**config.mk**
```make
export PLATFORM = sky130hd
export DESIGN_NAME = tnn_classifier
export DESIGN_NICKNAME = d
export VERILOG_FILES = /design/src/design/tnn_pkg.sv /design/src/design/hidden_layer.sv /design/src/design/class_scorer.sv /design/src/design/argmax_select.sv /design/src/design/tnn_classifier.sv
export SDC_FILE = /design/constraint.sdc
export NUM_CORES = 2
export LEC_CHECK = 0
export BUFFER_PORTS_ARGS = -buffer_cell sky130_fd_sc_hd__clkbuf_2
export CORE_ASPECT_RATIO = 1.1
export CORE_UTILIZATION = 55
export CTS_CLUSTER_DIAMETER = 200
export DETAILED_ROUTE_END_ITERATION = 6
export PLACE_DENSITY_LB_ADDON = 0.08
export SLEW_MARGIN = 5
export SYNTH_ARGS = -nofsm -noshare
export SYNTH_HDL_FRONTEND = slang
export SYNTH_SLANG_ARGS = --single-unit
```
**constraint.sdc**
```tcl
create_clock -name clk -period 17.8 [get_ports clk]
set_clock_uncertainty 0.05 [all_clocks]
set_input_delay 3.56 -clock clk [delete_from_list [all_inputs] [get_ports clk]]
set_output_delay 3.56 -clock clk [all_outputs]
set_load 0.02 [all_outputs]
```
**src/design/tnn_pkg.sv**
```systemverilog
`default_nettype none

package tnn_pkg;

    localparam int FEAT_CNT   = 19;
    localparam int FEAT_BITS  = 4;
    localparam int HIDDEN_CNT = 40;
    localparam int CLASS_CNT  = 3;
    localparam int CLASS_BITS = 2;
    localparam int SUM_BITS   = 10;  // +-19*15 plus sign
    localparam int SCORE_BITS = 7;   // up to 2*HIDDEN_CNT

    // two random masks, bit index is h*FEAT_CNT + f
    localparam logic [HIDDEN_CNT*FEAT_CNT-1:0] W1_RAW_A = {
        40'h3a91c07e5d, 40'h8f24b6e013, 40'hc57d0a9e42, 40'h1b6f38d7a0, 40'he04c9b2f75,
        40'h962d5e1ac8, 40'h4fb3071d9e, 40'ha8e6c24b31, 40'h07d5f9a36c, 40'hd23b84e0f7,
        40'h5c19ae6d20, 40'h71f4d0b89a, 40'hb06a2c5e3d, 40'h2e8d7f4193, 40'hf95c13b6a4,
        40'h684a0e2dcf, 40'hc3b71f5809, 40'h0d6e9a47b2, 40'h9a2f65c18e
    };
    localparam logic [HIDDEN_CNT*FEAT_CNT-1:0] W1_RAW_B = {
        40'hd4c8127fa6, 40'h60e3b95d1c, 40'h2bf0748ec9, 40'h9e5a13c46d, 40'h37b8d0f25a,
        40'hc16f4a8e03, 40'h5e0d92b7f4, 40'h8a37e1c60b, 40'hf2c59b0d48, 40'h4b8e6f13a7,
        40'ha075dc29e1, 40'h13eb8f6c5d, 40'h6dc4a3907e, 40'hb9f1e20c84, 40'h0e6a5d7b39,
        40'hfd12c8a6e5, 40'h2790be4d1f, 40'h84df36a0c2, 40'he5b0c97f16
    };

    // ternary weights, +1 and -1 masks are disjoint by construction
    localparam logic [HIDDEN_CNT*FEAT_CNT-1:0] W1_POS = W1_RAW_A & ~W1_RAW_B;
    localparam logic [HIDDEN_CNT*FEAT_CNT-1:0] W1_NEG = W1_RAW_B & ~W1_RAW_A;

    // binary class weights, class 2 first, bit index is c*HIDDEN_CNT + j
    localparam logic [CLASS_CNT*HIDDEN_CNT-1:0] W2_SIGN = {
        40'h5a3c96e10b, 40'h2d7e841fc5, 40'hb4196ad0e3
    };
    localparam logic [CLASS_CNT*HIDDEN_CNT-1:0] W2_USE = {
        40'hf7b3ed96af, 40'hdbf6a7ce9b, 40'h7fe9b5dd6e
    };

    function automatic logic [CLASS_CNT-1:0][7:0] count_zero_weights();
        logic [CLASS_CNT-1:0][7:0] cnt;
        cnt = '0;
        for (int c = 0; c < CLASS_CNT; c++) begin
            for (int j = 0; j < HIDDEN_CNT; j++) begin
                if (!W2_USE[c*HIDDEN_CNT+j]) begin
                    cnt[c] = cnt[c] + 8'd1;
                end
            end
        end
        return cnt;
    endfunction

    localparam logic [CLASS_CNT-1:0][7:0] ZERO_CNT = count_zero_weights();

    function automatic logic [7:0] min_zero_count();
        logic [7:0] m;
        m = ZERO_CNT[0];
        for (int c = 1; c < CLASS_CNT; c++) begin
            if (ZERO_CNT[c] < m) begin
                m = ZERO_CNT[c];
            end
        end
        return m;
    endfunction

    localparam logic [7:0] MIN_ZERO_CNT = min_zero_count();

    typedef struct packed {
        logic [FEAT_CNT-1:0][FEAT_BITS-1:0] features;
        logic                               valid;
    } feature_vec_t;

    typedef struct packed {
        logic [HIDDEN_CNT-1:0] bits;
        logic                  valid;
    } hidden_vec_t;

    typedef struct packed {
        logic [CLASS_CNT-1:0][SCORE_BITS-1:0] score;
        logic                                 valid;
    } score_vec_t;

endpackage

`default_nettype wire

```
**src/design/hidden_layer.sv**
```systemverilog
`timescale 1ns/1ns
`default_nettype none

module hidden_layer (
    input  logic                  clk,
    input  logic                  reset,
    input  tnn_pkg::feature_vec_t feature_in,
    output tnn_pkg::hidden_vec_t  hidden_out
);
    import tnn_pkg::*;

    logic [HIDDEN_CNT-1:0] hidden_bits;
    logic [HIDDEN_CNT-1:0] bits_q;
    logic                  valid_q;

    // sign test of one neuron's ternary weighted sum
    function automatic logic neuron_fires(
        input int unsigned                        h,
        input logic [FEAT_CNT-1:0][FEAT_BITS-1:0] feats
    );
        logic signed [SUM_BITS-1:0] sum;
        logic signed [SUM_BITS-1:0] term;
        sum = '0;
        for (int f = 0; f < FEAT_CNT; f++) begin
            term = SUM_BITS'(feats[f]);  // features are unsigned
            if (W1_POS[h*FEAT_CNT+f]) begin
                sum = sum + term;
            end else if (W1_NEG[h*FEAT_CNT+f]) begin
                sum = sum - term;
            end
        end
        return sum >= 0;
    endfunction

    always_comb begin
        for (int h = 0; h < HIDDEN_CNT; h++) begin
            hidden_bits[h] = neuron_fires(h, feature_in.features);
        end
    end

    always_ff @(posedge clk) begin
        if (reset) begin
            valid_q <= 1'b0;
        end else begin
            valid_q <= feature_in.valid;
        end
    end

    always_ff @(posedge clk) begin
        bits_q <= hidden_bits;  // don't care while valid is low
    end

    assign hidden_out = {bits_q, valid_q};

endmodule

`default_nettype wire

```
**src/design/class_scorer.sv**
```systemverilog
`timescale 1ns/1ns
`default_nettype none

module class_scorer (
    input  logic                 clk,
    input  logic                 reset,
    input  tnn_pkg::hidden_vec_t hidden_in,
    output tnn_pkg::score_vec_t  score_out
);
    import tnn_pkg::*;

    logic [CLASS_CNT-1:0][SCORE_BITS-1:0] score_d;
    logic [CLASS_CNT-1:0][SCORE_BITS-1:0] score_q;
    logic                                 valid_q;

    // agreement count over used weights, then zero weight correction
    function automatic logic [SCORE_BITS-1:0] class_score(
        input int unsigned           c,
        input logic [HIDDEN_CNT-1:0] hid
    );
        logic [SCORE_BITS-1:0] agree;
        agree = '0;
        for (int j = 0; j < HIDDEN_CNT; j++) begin
            if (W2_USE[c*HIDDEN_CNT+j] && (hid[j] == W2_SIGN[c*HIDDEN_CNT+j])) begin
                agree = agree + SCORE_BITS'(1);
            end
        end
        return SCORE_BITS'(2 * agree + ZERO_CNT[c] - MIN_ZERO_CNT);
    endfunction

    always_comb begin
        for (int c = 0; c < CLASS_CNT; c++) begin
            score_d[c] = class_score(c, hidden_in.bits);
        end
    end

    always_ff @(posedge clk) begin
        if (reset) begin
            valid_q <= 1'b0;
        end else begin
            valid_q <= hidden_in.valid;
        end
    end

    always_ff @(posedge clk) begin
        score_q <= score_d;
    end

    assign score_out = {score_q, valid_q};

endmodule

`default_nettype wire

```
**src/design/argmax_select.sv**
```systemverilog
`timescale 1ns/1ns
`default_nettype none

module argmax_select (
    input  logic                           clk,
    input  logic                           reset,
    input  tnn_pkg::score_vec_t            score_in,
    output logic [tnn_pkg::CLASS_BITS-1:0] prediction,
    output logic                           out_valid
);
    import tnn_pkg::*;

    logic [SCORE_BITS-1:0] best_score;
    logic [CLASS_BITS-1:0] best_idx;

    always_comb begin
        best_idx   = '0;
        best_score = score_in.score[0];
        for (int c = 1; c < CLASS_CNT; c++) begin
            if (score_in.score[c] > best_score) begin  // strict, ties keep lower index
                best_score = score_in.score[c];
                best_idx   = CLASS_BITS'(c);
            end
        end
    end

    always_ff @(posedge clk) begin
        if (reset) begin
            out_valid <= 1'b0;
        end else begin
            out_valid <= score_in.valid;
        end
    end

    always_ff @(posedge clk) begin
        prediction <= best_idx;
    end

endmodule

`default_nettype wire

```
**src/design/tnn_classifier.sv**
```systemverilog
`timescale 1ns/1ns
`default_nettype none

module tnn_classifier (
    input  logic                                              clk,
    input  logic                                              reset,
    input  logic                                              in_valid,
    input  logic [tnn_pkg::FEAT_CNT*tnn_pkg::FEAT_BITS-1:0]   features,
    output logic [tnn_pkg::CLASS_BITS-1:0]                    prediction,
    output logic                                              out_valid
);
    import tnn_pkg::*;

    feature_vec_t feature_vec;
    hidden_vec_t  hidden_vec;
    score_vec_t   score_vec;

    assign feature_vec = {features, in_valid};  // feature 0 in the low nibble

    // stage 1, ternary hidden layer
    hidden_layer u_hidden (
        .clk        (clk),
        .reset      (reset),
        .feature_in (feature_vec),
        .hidden_out (hidden_vec)
    );

    // stage 2, per class scores
    class_scorer u_scorer (
        .clk       (clk),
        .reset     (reset),
        .hidden_in (hidden_vec),
        .score_out (score_vec)
    );

    // stage 3
    argmax_select u_argmax (
        .clk        (clk),
        .reset      (reset),
        .score_in   (score_vec),
        .prediction (prediction),
        .out_valid  (out_valid)
    );

endmodule

`default_nettype wire

```
==> impl_metrics.py <==
metrics = {
    "placement": {
        "port_buffers": 81,
        "place_congestion": 0.991,
        "post-place-ws_ns": 1.54,
        "dpl.hpwl_um": 133000,
    },
    "worst_setup_path": {
        "worst_ep_required_time_ns": 17.99,
        "path_common_cell": "ha_1",
        "crit_fanout": 19,
        "worstSetupStartpointType": "flop",
        "r2r.worst_path.cells": 80,
        "crit_type": "reg -> reg",
        "crit_path_top_delay_cell": "ha_1",
        "critical_path_arrival_ns": 16.45,
        "cp_slowest_stage_delay_ns": 0.73,
        "cp-end-kind": "flop",
    },
    "global_route": {
        "gr-total-overflow": 0,
        "antenna_found_initial": 9,
        "grt_pass1_vias": 38266,
        "grt_max_degree": 32,
        "grt_util_all_layers": 0.373,
        "grt_pass1_wl_um": 250000,
    },
    "clock_network": {
        "clockBufferDepth": 2,
        "numCtsBuffers": 9,
        "cts_tree": "built",
        "clk-insertion-delay-late_ns": 0.37,
        "post_cts_buffers": 0,
        "clkTransAtPathRegs_ns": 0.06,
        "hold_buffers": 0,
        "root_buffer": "clkbuf_16",
        "cts_num_sinks": 62,
        "cts_resized": 0,
        "cts_max_level": 3,
    },
    "synthesis": {
        "synth_cells": 5211,
        "seq_area_frac_synth": 0.0242,
        "synth_largest_area_cell": "fa_1",
        "synthFlopType": "dfxtp_1",
        "synth_edf_count": 0,
        "synthTopCellsByArea": "fa_1 42%, ha_1 18%, inv_1 9.3%",
        "syn_avg_cell_area_um2": 9.85,
        "async_reset_ff_frac": 0,
        "synth_seq_cells": 62,
        "synth_top_cell_area_share": 0.425,
        "yosysUniqueCellTypes": 102,
        "netlist_area_mm2": 0.0514,
        "ys.warnings.count": 0,
    },
    "floorplan": {
        "die_x_um": 293,
        "die-area_mm2": 0.0946,
        "num_rows": 117,
        "initial_core_util": 0.555,
        "coreArea_mm2": 0.0925,
        "ios": 82,
        "die_y_um": 322,
    },
    "route": {
        "firstDrtPassIters": 5,
        "drt-total-wl_um": 169000,
        "vias": 36669,
        "drc": 0,
        "ant_nets": 0,
        "wl_per_cell_um": 25.6,
        "first_iter_violations": 2633,
        "via_per_inst": 5.55,
    },
    "final_layout": {
        "nFillCells": 8261,
        "drive_gt1_frac": 0.0662,
        "nNetsFinal": 7244,
        "multiInputGateArea_mm2": 0.0450,
        "regArea_mm2": 0.00124,
        "area_growth_pct": 5.58,
    },
    "sta": {
        "setup_tns_ns": 0,
        "max_slew_margin": 0.158,
        "hold_viol": 0,
        "drv_slew": 0,
        "fin_crit_sh": 0.913,
        "rsz0062_at_grt": "no",
        "setup_ws_ns": 1.54,
        "setup_viol": 0,
        "fmax_mhz": 61.5,
        "min_period_ns": 16.26,
        "tightest_slew_ns": 1.25,
    },
    "outcome": {
        "outcome": "complete, no violations",
    },
    "min_path": {
        "hold_class": "reg -> reg",
        "hold_depth": 1,
    },
    "run": {
        "max_cap_violations": 0,
    },
}
==> kinds of logic (layout without fill, tap and decap cells) <==
logic type / count (synthesis) / after routing / synth area share
buffers and inverters: 1364 / 1498 / 0.101
and+or+nand+nor: 764 / 764 / 0.0750
xor gates and xnor gates: 509 / 509 / 0.104
adders and majority gates: 1832 / 1832 / 0.605
DFF: 62 / 62 / 0.0242
AOI/OAI and AO/OA: 613 / 613 / 0.0775
other: 1 / 11 / 0.0000730
muxes: 66 / 66 / 0.0136
==> synth_stat cells, types with 17 or more instances <==
master,instances
nand2b_1,67
and2_1,22
fa_1,1089
o22ai_1,19
a21oi_1,192
and3_1,17
a21o_1,83
nand2_1,187
nor2_1,174
dfxtp_1,62
nor2b_1,92
xor2_1,134
or2_2,30
inv_1,1267
ha_1,735
nand3_1,41
nor3_1,49
mux2_2,19
clkbuf_1,62
mux2i_1,46
o21ai_0,118
xnor2_1,308
xnor2_2,19
==> metal layers <==
metal / routed length (um) / global-route usage / up-vias
met1: 60300 / 0.443 / 18333
met3: 15700 / 0.0784 / 529
met5: 68 / 0 / -
li1: - / - / 16294
met2: 77400 / 0.599 / 1503
met4: 15600 / 0.279 / 10
==> state kept, by name (all words and copies together) (netlist names) <==
signal / flops
u_scorer.score_out: 18
u_scorer.valid_q: 1
u_argmax.prediction: 2
u_hidden.valid_q: 1
u_argmax.out_valid: 1
u_hidden.bits_q: 39
==> path summary, 6_finish.rpt <==
path         slack (ns)                         from                              to
max                1.54   u_hidden.bits_q[1]$_DFF_P_  u_scorer.score_out[13]$_DFF_P_
min                0.38  u_scorer.valid_q$_SDFF_PP0_   u_argmax.out_valid$_SDFF_PP0_
max reg2reg        1.54   u_hidden.bits_q[1]$_DFF_P_  u_scorer.score_out[13]$_DFF_P_
min reg2reg        0.38  u_scorer.valid_q$_SDFF_PP0_   u_argmax.out_valid$_SDFF_PP0_
==> worst max-delay path: cells and delay by family (launching register included) <==
family,cells,cell delay [ns]
buffers and inverters,5,0.51
xor gates and xnor gates,12,1.93
adders and majority gates,15,4.72
AOI/OAI and AO/OA,24,4.67
DFF,1,0.42
and+or+nand+nor,19,2.50
muxes,5,1.34
==> cell usage in the layout, fill, tap and decap left out, drive strengths merged, types with 41 or more instances in the layout <==
cell type,count
o21ai,121
nor3,49
fa,1089
a21oi,192
mux2i,46
inv,1275
nand2,187
xnor2,338
nand3,41
buf,122
nor2b,92
nand2b,67
a21o,83
ha,735
dfxtp,62
nor2,175
xor2,144
clkbuf,90
==> final cells by class <==
class	instances	area share
clock inverter	7	0.00152
clock buffer	9	0.00415
timing repair buffer	203	0.0244
antenna	9	0.000415
tap	1249	0.0288
sequential	62	0.0229
inverter	1279	0.0887
multi-input combinational	3786	0.829
==> stage by stage <==
step	instance area (um^2)	std cells	util	hold slack, ns
3_3_place_gp	53900	6579	0.582	0.372
2_1_floorplan	51400	5212	-	0.364
4_1_cts	54200	6595	0.586	0.389
6_report	54200	6604	0.586	0.384
3_5_place_dp	53900	6579	0.582	0.374
5_1_grt	54200	6599	0.586	0.416
Power is left out: the tool's default activity adds up to more than one toggle a clock period on the data nets, which glitch-free logic cannot reach.
